$ cat config.mk
export PLATFORM = sky130hd
export DESIGN_NAME = fetch_unit_top
export DESIGN_NICKNAME = d
export VERILOG_FILES = /design/src/common/fetch_pkg.sv /design/src/common/fetch_ctrl_if.sv /design/src/common/fetch_resp_if.sv /design/src/prefetch/fetch_prefetcher.sv /design/src/fetch_resp_fifo.sv /design/src/prefetch/fetch_issue_ctrl.sv /design/src/fetch_unit_top.sv
export VERILOG_INCLUDE_DIRS = /design/src /design/src/common
export SDC_FILE = /design/constraint.sdc
export NUM_CORES = 1
export LEC_CHECK = 0
export BUFFER_PORTS_ARGS = -buffer_cell sky130_fd_sc_hd__buf_2
export CELL_PAD_IN_SITES_DETAIL_PLACEMENT = 1
export CELL_PAD_IN_SITES_GLOBAL_PLACEMENT = 2
export CORE_ASPECT_RATIO = 2
export CORE_MARGIN = 2
export CORE_UTILIZATION = 30
export CTS_CLUSTER_SIZE = 25
export DETAILED_ROUTE_END_ITERATION = 10
export GPL_ROUTABILITY_DRIVEN = 0
export GPL_TIMING_DRIVEN = 0
export PLACE_DENSITY = 0.67
export SYNTH_ARGS = -nofsm -noshare
export SYNTH_HDL_FRONTEND = slang
export SYNTH_SLANG_ARGS = --single-unit
$ cat constraint.sdc
create_clock -name clk -period 3.6 [get_ports clk]
set_input_delay 0.36 -clock clk [delete_from_list [all_inputs] [get_ports clk]]
set_output_delay 0.36 -clock clk [all_outputs]
set_load 0.01 [all_outputs]
$ cat src/common/fetch_defs.svh
// Address width, word width, fetch depth and counter width defines
`ifndef FETCH_DEFS_SVH
`define FETCH_DEFS_SVH

// Byte address width of the instruction bus
`define FETCH_AW 32

// Width of one instruction word
`define FETCH_DW 32

// Outstanding plus queued transactions allowed at once
// Response FIFO is sized to this value
`define FETCH_DEPTH 4

// Counter width covering 0 through FETCH_DEPTH
`define FETCH_CNT_W 3

`endif

$ cat src/common/fetch_pkg.sv
// Privilege level enum and prefetcher state enum
package fetch_pkg;

  ////////////////////////////////////////
  // Privilege levels
  ////////////////////////////////////////

  // Two-bit encoding follows the usual RISC-V privilege numbering
  // Only user and machine mode exist in this core
  typedef enum logic [1:0]
  {
    PRIV_LVL_U = 2'b00,
    PRIV_LVL_M = 2'b11
  } privlvl_t;

  ////////////////////////////////////////
  // Prefetcher FSM
  ////////////////////////////////////////

  // IDLE
  //   Branch target or incremented address goes out directly
  // BRANCH_WAIT
  //   Branch target was not granted in its own cycle
  //   Target is replayed until the bus takes it
  typedef enum logic
  {
    IDLE,
    BRANCH_WAIT
  } prefetch_state_e;

endpackage

$ cat src/common/fetch_ctrl_if.sv
// Issue controller to prefetcher interface with ctrl and pf modports
`include "fetch_defs.svh"

interface fetch_ctrl_if import fetch_pkg::*; ();

  // Taken branch strobe and its target
  logic                branch;
  logic [`FETCH_AW-1:0] branch_addr;

  // A transaction is wanted
  logic                valid;

  // Bus accepted the transaction this cycle
  logic                ready;

  // Pointer access flag of the branch target fetch
  logic                ptr;

  // Privilege level for the fetch
  privlvl_t            priv;

  // Issue controller side
  modport ctrl (
    output branch,
    output branch_addr,
    output valid,
    output ptr,
    output priv,
    input  ready
  );

  // Prefetcher side
  modport pf (
    input  branch,
    input  branch_addr,
    input  valid,
    input  ptr,
    input  priv,
    output ready
  );

endinterface

$ cat src/common/fetch_resp_if.sv
// Response FIFO to issue controller interface with fifo and ctrl modports
`include "fetch_defs.svh"

interface fetch_resp_if ();

  // FIFO holds at least one word
  logic                 not_empty;

  // Oldest queued word
  logic [`FETCH_DW-1:0] head;

  // Remove the head word on the next edge
  logic                 pop;

  // Drop all queued words on the next edge
  logic                 flush;

  // Current response belongs to the live stream
  logic                 keep;

  // FIFO side
  modport fifo (
    output not_empty,
    output head,
    input  pop,
    input  flush,
    input  keep
  );

  // Issue controller side
  modport ctrl (
    input  not_empty,
    input  head,
    output pop,
    output flush,
    output keep
  );

endinterface

$ cat src/prefetch/fetch_prefetcher.sv
// Transaction address generator with branch target replay FSM
`include "fetch_defs.svh"

module fetch_prefetcher import fetch_pkg::*;
(
  input  logic                 clk,
  input  logic                 rst_n,

  // Control from the issue controller
  fetch_ctrl_if.pf             fc_if,

  // Transaction request toward the bus
  output logic                 trans_valid_o,
  input  logic                 trans_ready_i,
  output logic [`FETCH_AW-1:0] trans_addr_o,
  output logic                 trans_ptr_o,
  output privlvl_t             trans_priv_o
);

  prefetch_state_e      state_q;
  prefetch_state_e      state_d;

  // Last address, pointer flag and privilege sent or pending
  logic [`FETCH_AW-1:0] addr_q;
  logic                 ptr_q;
  privlvl_t             priv_q;

  // Next sequential word address
  logic [`FETCH_AW-1:0] addr_incr;

  // Bus took the transaction this cycle
  logic                 accepted;

  ////////////////////////////////////////
  // Request handshake
  ////////////////////////////////////////

  // Controller decides when a fetch is allowed
  assign trans_valid_o = fc_if.valid;
  assign accepted      = trans_valid_o && trans_ready_i;
  assign fc_if.ready   = accepted;

  // Bit 0 may be set by a pointer target, sequential fetch is word aligned
  assign addr_incr = {addr_q[`FETCH_AW-1:1], 1'b0} + `FETCH_AW'(4);

  ////////////////////////////////////////
  // Address select FSM
  ////////////////////////////////////////

  always_comb
  begin
    state_d      = state_q;
    trans_addr_o = addr_q;
    trans_ptr_o  = ptr_q;
    trans_priv_o = priv_q;

    case (state_q)
      IDLE:
      begin
        if (fc_if.branch)
        begin
          trans_addr_o = fc_if.branch_addr;
          trans_ptr_o  = fc_if.ptr;
          trans_priv_o = fc_if.priv;
          // Target not taken by the bus yet, hold it
          if (!accepted)
          begin
            state_d = BRANCH_WAIT;
          end
        end
        else
        begin
          // Sequential fetch never carries the pointer flag
          trans_addr_o = addr_incr;
          trans_ptr_o  = 1'b0;
          trans_priv_o = fc_if.priv;
        end
      end

      BRANCH_WAIT:
      begin
        // A newer branch replaces the pending target
        if (fc_if.branch)
        begin
          trans_addr_o = fc_if.branch_addr;
          trans_ptr_o  = fc_if.ptr;
          trans_priv_o = fc_if.priv;
        end
        // Back to sequential fetch once the target is granted
        if (accepted)
        begin
          state_d = IDLE;
        end
      end

      default:
      begin
        state_d = IDLE;
      end
    endcase
  end

  ////////////////////////////////////////
  // Registers
  ////////////////////////////////////////

  always_ff @(posedge clk or negedge rst_n)
  begin
    if (!rst_n)
    begin
      state_q <= IDLE;
      addr_q  <= '0;
      ptr_q   <= 1'b0;
      priv_q  <= PRIV_LVL_M;
    end
    else
    begin
      state_q <= state_d;
      // Capture on a new target or on every granted fetch
      if (fc_if.branch || accepted)
      begin
        addr_q <= trans_addr_o;
        ptr_q  <= trans_ptr_o;
        priv_q <= trans_priv_o;
      end
    end
  end

endmodule

$ cat src/fetch_resp_fifo.sv
// Circular queue of returned instruction words with flush
`include "fetch_defs.svh"

module fetch_resp_fifo
(
  input  logic                 clk,
  input  logic                 rst_n,

  // Bus response strobe and data
  input  logic                 rvalid_i,
  input  logic [`FETCH_DW-1:0] rdata_i,

  // Queue status and control
  fetch_resp_if.fifo           rs_if
);

  localparam int PTR_W = $clog2(`FETCH_DEPTH);
  localparam logic [PTR_W-1:0] LAST = PTR_W'(`FETCH_DEPTH - 1);

  logic [`FETCH_DW-1:0]    mem [`FETCH_DEPTH];
  logic [PTR_W-1:0]        wptr_q;
  logic [PTR_W-1:0]        rptr_q;
  logic [`FETCH_CNT_W-1:0] count_q;

  logic                    do_write;
  logic                    do_pop;

  // Flush wins over a write in the same cycle
  assign do_write = rvalid_i && rs_if.keep && !rs_if.flush;
  assign do_pop   = rs_if.pop && (count_q != '0) && !rs_if.flush;

  assign rs_if.not_empty = (count_q != '0);
  assign rs_if.head      = mem[rptr_q];

  // Pointers and fill count
  always_ff @(posedge clk or negedge rst_n)
  begin
    if (!rst_n)
    begin
      wptr_q  <= '0;
      rptr_q  <= '0;
      count_q <= '0;
    end
    else if (rs_if.flush)
    begin
      wptr_q  <= '0;
      rptr_q  <= '0;
      count_q <= '0;
    end
    else
    begin
      if (do_write)
        wptr_q <= (wptr_q == LAST) ? '0 : wptr_q + PTR_W'(1);
      if (do_pop)
        rptr_q <= (rptr_q == LAST) ? '0 : rptr_q + PTR_W'(1);
      if (do_write && !do_pop)
        count_q <= count_q + `FETCH_CNT_W'(1);
      else if (!do_write && do_pop)
        count_q <= count_q - `FETCH_CNT_W'(1);
    end
  end

  // Word storage
  always_ff @(posedge clk)
  begin
    if (do_write)
    begin
      mem[wptr_q] <= rdata_i;
    end
  end

endmodule

$ cat src/prefetch/fetch_issue_ctrl.sv
// Outstanding and stale accounting, PC tracking and decode output stage
`include "fetch_defs.svh"

module fetch_issue_ctrl import fetch_pkg::*;
(
  input  logic                 clk,
  input  logic                 rst_n,

  // Branch redirect from the core
  input  logic                 branch_i,
  input  logic [`FETCH_AW-1:0] branch_addr_i,
  input  logic                 branch_ptr_i,
  input  privlvl_t             priv_i,

  // Prefetcher and response FIFO
  fetch_ctrl_if.ctrl           fc_if,
  fetch_resp_if.ctrl           rs_if,
  input  logic                 rvalid_i,

  // Decode handshake
  output logic                 instr_valid_o,
  input  logic                 instr_ready_i,
  output logic [`FETCH_DW-1:0] instr_rdata_o,
  output logic [`FETCH_AW-1:0] instr_pc_o,
  output logic                 instr_ptr_o
);

  // Accepted requests still waiting for a response
  logic [`FETCH_CNT_W-1:0] outst_q;
  logic [`FETCH_CNT_W-1:0] outst_d;
  // In-flight requests whose responses get dropped
  logic [`FETCH_CNT_W-1:0] discard_q;
  logic [`FETCH_CNT_W-1:0] discard_d;
  // Words sitting in the FIFO
  logic [`FETCH_CNT_W-1:0] queued_q;
  logic [`FETCH_CNT_W-1:0] queued_d;
  // Sum needs one extra bit
  logic [`FETCH_CNT_W:0]   in_use;

  // Set by the first branch after reset
  logic                    started_q;

  logic [`FETCH_AW-1:0]    pc_q;
  logic                    ptr_q;

  logic                    accept;
  logic                    live;
  logic                    pop;

  ////////////////////////////////////////
  // Fetch throttle
  ////////////////////////////////////////

  assign in_use = {1'b0, outst_q} + {1'b0, queued_q};

  // Only fetch when every outstanding word is sure to fit in the FIFO
  // Nothing goes out before a start address is known
  assign fc_if.valid       = (started_q || branch_i) &&
                             (in_use < (`FETCH_CNT_W+1)'(`FETCH_DEPTH));
  assign fc_if.branch      = branch_i;
  assign fc_if.branch_addr = branch_addr_i;
  assign fc_if.ptr         = branch_ptr_i;
  assign fc_if.priv        = priv_i;

  assign accept = fc_if.valid && fc_if.ready;

  // Responses are live once the stale ones have drained
  assign rs_if.keep  = (discard_q == '0);
  assign live        = rvalid_i && rs_if.keep;
  assign rs_if.flush = branch_i;

  // Decode output straight from the FIFO head
  assign instr_valid_o = rs_if.not_empty;
  assign instr_rdata_o = rs_if.head;
  assign instr_pc_o    = pc_q;
  assign instr_ptr_o   = ptr_q;
  assign pop           = instr_valid_o && instr_ready_i;
  assign rs_if.pop     = pop;

  ////////////////////////////////////////
  // Counter next state
  ////////////////////////////////////////

  always_comb
  begin
    outst_d   = outst_q;
    discard_d = discard_q;
    queued_d  = queued_q;

    // One request in, one response out
    if (accept && !rvalid_i)
      outst_d = outst_q + `FETCH_CNT_W'(1);
    else if (!accept && rvalid_i)
      outst_d = outst_q - `FETCH_CNT_W'(1);

    if (branch_i)
    begin
      // Everything in flight before the branch is now stale
      // A request accepted this cycle already carries the target
      discard_d = outst_q - `FETCH_CNT_W'(rvalid_i);
      queued_d  = '0;
    end
    else
    begin
      if (rvalid_i && (discard_q != '0))
        discard_d = discard_q - `FETCH_CNT_W'(1);
      if (live && !pop)
        queued_d = queued_q + `FETCH_CNT_W'(1);
      else if (!live && pop)
        queued_d = queued_q - `FETCH_CNT_W'(1);
    end
  end

  ////////////////////////////////////////
  // Registers
  ////////////////////////////////////////

  always_ff @(posedge clk or negedge rst_n)
  begin
    if (!rst_n)
    begin
      outst_q   <= '0;
      discard_q <= '0;
      queued_q  <= '0;
      started_q <= 1'b0;
      pc_q      <= '0;
      ptr_q     <= 1'b0;
    end
    else
    begin
      outst_q   <= outst_d;
      discard_q <= discard_d;
      queued_q  <= queued_d;
      // Branch wins over a same-cycle pop
      if (branch_i)
      begin
        started_q <= 1'b1;
        pc_q      <= branch_addr_i;
        ptr_q     <= branch_ptr_i;
      end
      else if (pop)
      begin
        pc_q  <= pc_q + `FETCH_AW'(4);
        // Pointer flag only on the branch target word
        ptr_q <= 1'b0;
      end
    end
  end

endmodule

$ cat src/fetch_unit_top.sv
// Prefetch subsystem top with bus and decode ports
`include "fetch_defs.svh"

module fetch_unit_top import fetch_pkg::*;
(
  input  logic                 clk,
  input  logic                 rst_n,

  // Branch redirect from the core
  input  logic                 branch_i,
  input  logic [`FETCH_AW-1:0] branch_addr_i,
  input  logic                 branch_ptr_i,
  input  privlvl_t             priv_i,

  // Instruction bus request
  output logic                 instr_req_o,
  input  logic                 instr_gnt_i,
  output logic [`FETCH_AW-1:0] instr_addr_o,
  output logic                 instr_bus_ptr_o,
  output privlvl_t             instr_priv_o,

  // Instruction bus response
  input  logic                 instr_rvalid_i,
  input  logic [`FETCH_DW-1:0] instr_rdata_i,

  // Decode handshake
  output logic                 instr_valid_o,
  input  logic                 instr_ready_i,
  output logic [`FETCH_DW-1:0] instr_rdata_o,
  output logic [`FETCH_AW-1:0] instr_pc_o,
  output logic                 instr_ptr_o
);

  fetch_ctrl_if fc_if ();
  fetch_resp_if rs_if ();

  // Address side
  fetch_prefetcher u_prefetcher (
    .clk           (clk),
    .rst_n         (rst_n),
    .fc_if         (fc_if.pf),
    .trans_valid_o (instr_req_o),
    .trans_ready_i (instr_gnt_i),
    .trans_addr_o  (instr_addr_o),
    .trans_ptr_o   (instr_bus_ptr_o),
    .trans_priv_o  (instr_priv_o)
  );

  // Data side
  fetch_resp_fifo u_resp_fifo (
    .clk      (clk),
    .rst_n    (rst_n),
    .rvalid_i (instr_rvalid_i),
    .rdata_i  (instr_rdata_i),
    .rs_if    (rs_if.fifo)
  );

  // Throttle, discard and decode stage
  fetch_issue_ctrl u_issue_ctrl (
    .clk           (clk),
    .rst_n         (rst_n),
    .branch_i      (branch_i),
    .branch_addr_i (branch_addr_i),
    .branch_ptr_i  (branch_ptr_i),
    .priv_i        (priv_i),
    .fc_if         (fc_if.ctrl),
    .rs_if         (rs_if.ctrl),
    .rvalid_i      (instr_rvalid_i),
    .instr_valid_o (instr_valid_o),
    .instr_ready_i (instr_ready_i),
    .instr_rdata_o (instr_rdata_o),
    .instr_pc_o    (instr_pc_o),
    .instr_ptr_o   (instr_ptr_o)
  );

endmodule

==> impl_metrics.tcl <==
set metrics [dict create \
    yosys-top-cells-count "128 x edfxtp_1, 84 x dfrtp_1, 58 x nor2_1" \
    p_seq_share_pct 40.9 \
    status "finished, final reports clean" \
    cp_num_buf_inv 3 \
    cap_violations 0 \
    clk_latency_ns 0.52 \
    clockRootBuffer "clkbuf_16" \
    finalPower_mw 7.704 \
    synth_enable_flop_cells 128 \
    synth_top_area_share_pct 36.63 \
    ys_seq_area_share_pct 57.16 \
    crit_path_top_delay_cell "a311oi_1" \
    clk_pin_slew_worst_paths_ns 0.07 \
    ys.flop_type "edfxtp_1" \
    die-area_sq_um 36580 \
    drv_slew 0 \
    first_pass_iters 4 \
    netlist_instances 841 \
    cellLeakagePower_nw 4.683 \
    gr-total-overflow 0 \
    final_util_pct 37.33 \
    cts.path.max_buffers 3 \
    wl_um 37090 \
    setup_ws_ns 0.002241 \
    dpl.hpwl_um 28320 \
    design_area_sq_um 12820 \
    core-area_sq_um 34350 \
    setup_tns_ns 0 \
    ys_warn_count 0 \
    finalCritPeriodShare_pct 99.94 \
    grt_antenna_before_repair 1 \
    place_area_sq_um 12050 \
    irDropWorstVdd_mv 0.3228 \
    cts_buffers 22 \
    syn-cell-area_sq_um 10490 \
    layout.nets 1138 \
    synth_cell_type_count 62 \
    syn_area_per_cell_sq_um 12.48 \
    num_vias 8126 \
    clkSinkCount 214 \
    timing.hold.ws_ns 0.05676 \
    rsz0062_at_grt "yes" \
    dp.cells 1462 \
    critPathTopFamily "buffers and inverters" \
    initial_core_util_pct 30.55 \
    viasPerCell 5.403 \
    worstPathCellList "and4_1 > clkbuf_1 > nand4_1 > clkbuf_1 > nor2_1 > a311oi_1 > buf_2" \
    hold_violations 0 \
    yosysMostFrequentCell "edfxtp_1" \
    crit_type "reg -> out" \
    crit_path_end_kind "output port" \
    cp_max_fo 10 \
    switching_share_pct 34.03 \
    die_h_um 268.5 \
    ioPinCount 175 \
    power_frac_clock_pct 30.3 \
    ys_ff_latch 214 \
    cts_tree "built" \
    intPower_mw 5.083 \
    period_needed_ns 3.598 \
    drtIter0Drc 310 \
    p_per_area_nw_per_um2 600.8 \
    instances_no_fill 1504 \
    track_usage_pct 20.69 \
    worstPathArrival_ns 3.24 \
    std_cell_rows 96 \
    timing.slew.headroom_pct 24.93 \
    grt_max_degree 58 \
    syn2layout_area_growth_pct 22.20 \
    ant_nets 0 \
    p_switching_mw 2.621 \
    diodes 0 \
    async_flop_share_pct 40.19 \
    io_buffers 174 \
    drive_gt1_share_pct 27.66 \
    crit_path_start_kind "flip-flop" \
    drc 0 \
    synth_fp_nets 931 \
    cpMostUsedCell "clkbuf_1" \
    die_w_um 136.3 \
    required_ns 3.24 \
    cp_slowest_stage_delay_ns 0.58 \
    yosys.area.top_type "edfxtp_1" \
    dp_slack_ns -0.6172 \
    finalSetupViolCount 0 \
    ys_top_cells_by_area "edfxtp_1 37%, dfrtp_1 20%, mux4_2 6.9%" \
    pwr-share-comb_pct 28.8 \
    skew_ns 0.01552 \
    worst_pin_slew_ns 1.126 \
    htree_levels 1 \
    wl_per_cell_um 24.66 \
    hp-class "in -> reg" \
    grt_first_pass_wirelength_um 55900 \
    grt_pass1_vias 8973 \
    fmax_mhz 278.0 \
]
-- area by class of cell --
| class | instances | area [sq um] |
|---|---|---|
| fill | 3821 | 21530 |
| sequential | 214 | 5998 |
| multi-input combinational | 548 | 4197 |
| timing repair buffer | 183 | 1013 |
| clock buffer | 25 | 583.1 |
| tap | 441 | 551.8 |
| buffer | 50 | 227.7 |
| clock inverter | 14 | 140.1 |
| inverter | 29 | 112.6 |
-- worst paths after layout --
check                                        startpoint                          to  slack, ns  cells past startpoint
min in group asynchronous                         rst_n  u_issue_ctrl.instr_pc_o[4]       0.32                      2
worst max register to register  u_issue_ctrl.outst_q[2]     u_issue_ctrl.outst_q[2]       0.55                     11
worst max-delay path            u_prefetcher.addr_q[11]            instr_addr_o[31]      0.002                      7
worst min register to register   u_issue_ctrl.started_q      u_issue_ctrl.started_q       0.48                      1
max in group asynchronous                         rst_n     u_prefetcher.addr_q[22]       2.56                      3
worst min-delay path                   instr_rdata_i[4]       u_resp_fifo.mem[2][4]       0.06                      1
-- cells in the final DEF, fill, tap and decap left out, drive strengths merged, types with 3 or more instances in the layout --
master / n
buf: 192
edfxtp: 128
dfrtp: 84
clkbuf: 63
nor2: 58
nand2: 44
nor3: 33
mux4: 32
inv: 29
o21ai: 23
nor4: 23
a21oi: 21
a31oi: 21
nand4: 21
xnor2: 19
and4: 17
o31a: 16
a311oi: 16
a211oi: 16
mux2: 15
nand3: 15
nor2b: 15
ha: 14
or3: 13
and2: 13
o31ai: 12
or4: 12
xor2: 11
and3: 9
nand2b: 8
clkinvlp: 6
clkinv: 6
mux2i: 5
o41a: 4
or2: 4
nand4b: 4
a21boi: 3
and4b: 3
o21a: 3
fa: 3
-- metal layers --
| metal | vias to the layer above | routed length [um] | GRT usage (%) | part of all wire (%) |
|---|---|---|---|---|
| met1 | 4157 | 12020 | 19.45 | 32 |
| met2 | 212 | 21860 | 42.60 | 59 |
| met4 | 2 | 1883 | 9.882 | 5.1 |
| met3 | 71 | 1312 | 2.312 | 3.5 |
| li1 | 3684 | - | - | - |
| met5 | - | 12 | 0 | 0.032 |
-- repair_timing --
action | 4_1_cts | 5_1_grt
hold buffers | 1 | 0
setup endpoints to repair | 10 | 3
resized for setup | 10 | 2
endpoints found under the hold margin | 27 | 0
buffers inserted | 1 | 1
pin swaps | 0 | 1
-- state kept, by name, summed over array words and instances (netlist names) --
register and cells:
u_resp_fifo.rptr_q 2, u_issue_ctrl.outst_q 3, u_resp_fifo.wptr_q 2, u_prefetcher.ptr_q 1
u_prefetcher.state_q 1, u_issue_ctrl.discard_q 3, u_issue_ctrl.instr_ptr_o 1, u_issue_ctrl.instr_pc_o 32
u_prefetcher.priv_q 2, u_resp_fifo.count_q 3, u_resp_fifo.mem 128, u_issue_ctrl.started_q 1
u_prefetcher.addr_q 32, u_issue_ctrl.queued_q 3
-- power by group through the flow --
stage / Sequential [mW] / Combinational, mW / Clock (mW)
3_3_place_gp: 3.19 / 2.19 / 0
6_report: 3.15 / 2.22 / 2.34
2_1_floorplan: 3.12 / 1.36 / 0
3_5_place_dp: 3.20 / 2.23 / 0
5_1_grt: 3.19 / 2.46 / 2.49
4_1_cts: 3.15 / 2.27 / 2.41
-- kinds of logic (layout without fill, tap and decap cells) --
| kind of cell | Yosys count | count (layout) | synth area share (%) |
|---|---|---|---|
| and+or+nand+nor | 299 | 299 | 16.00 |
| DFF | 214 | 214 | 57.16 |
| AOI/OAI and AO/OA | 150 | 150 | 10.13 |
| buffers and inverters | 79 | 301 | 3.005 |
| muxes | 52 | 52 | 8.954 |
| xor gates and xnor gates | 30 | 30 | 2.504 |
| adders and majority gates | 17 | 17 | 2.242 |
(Power assumes the default switching activity.)
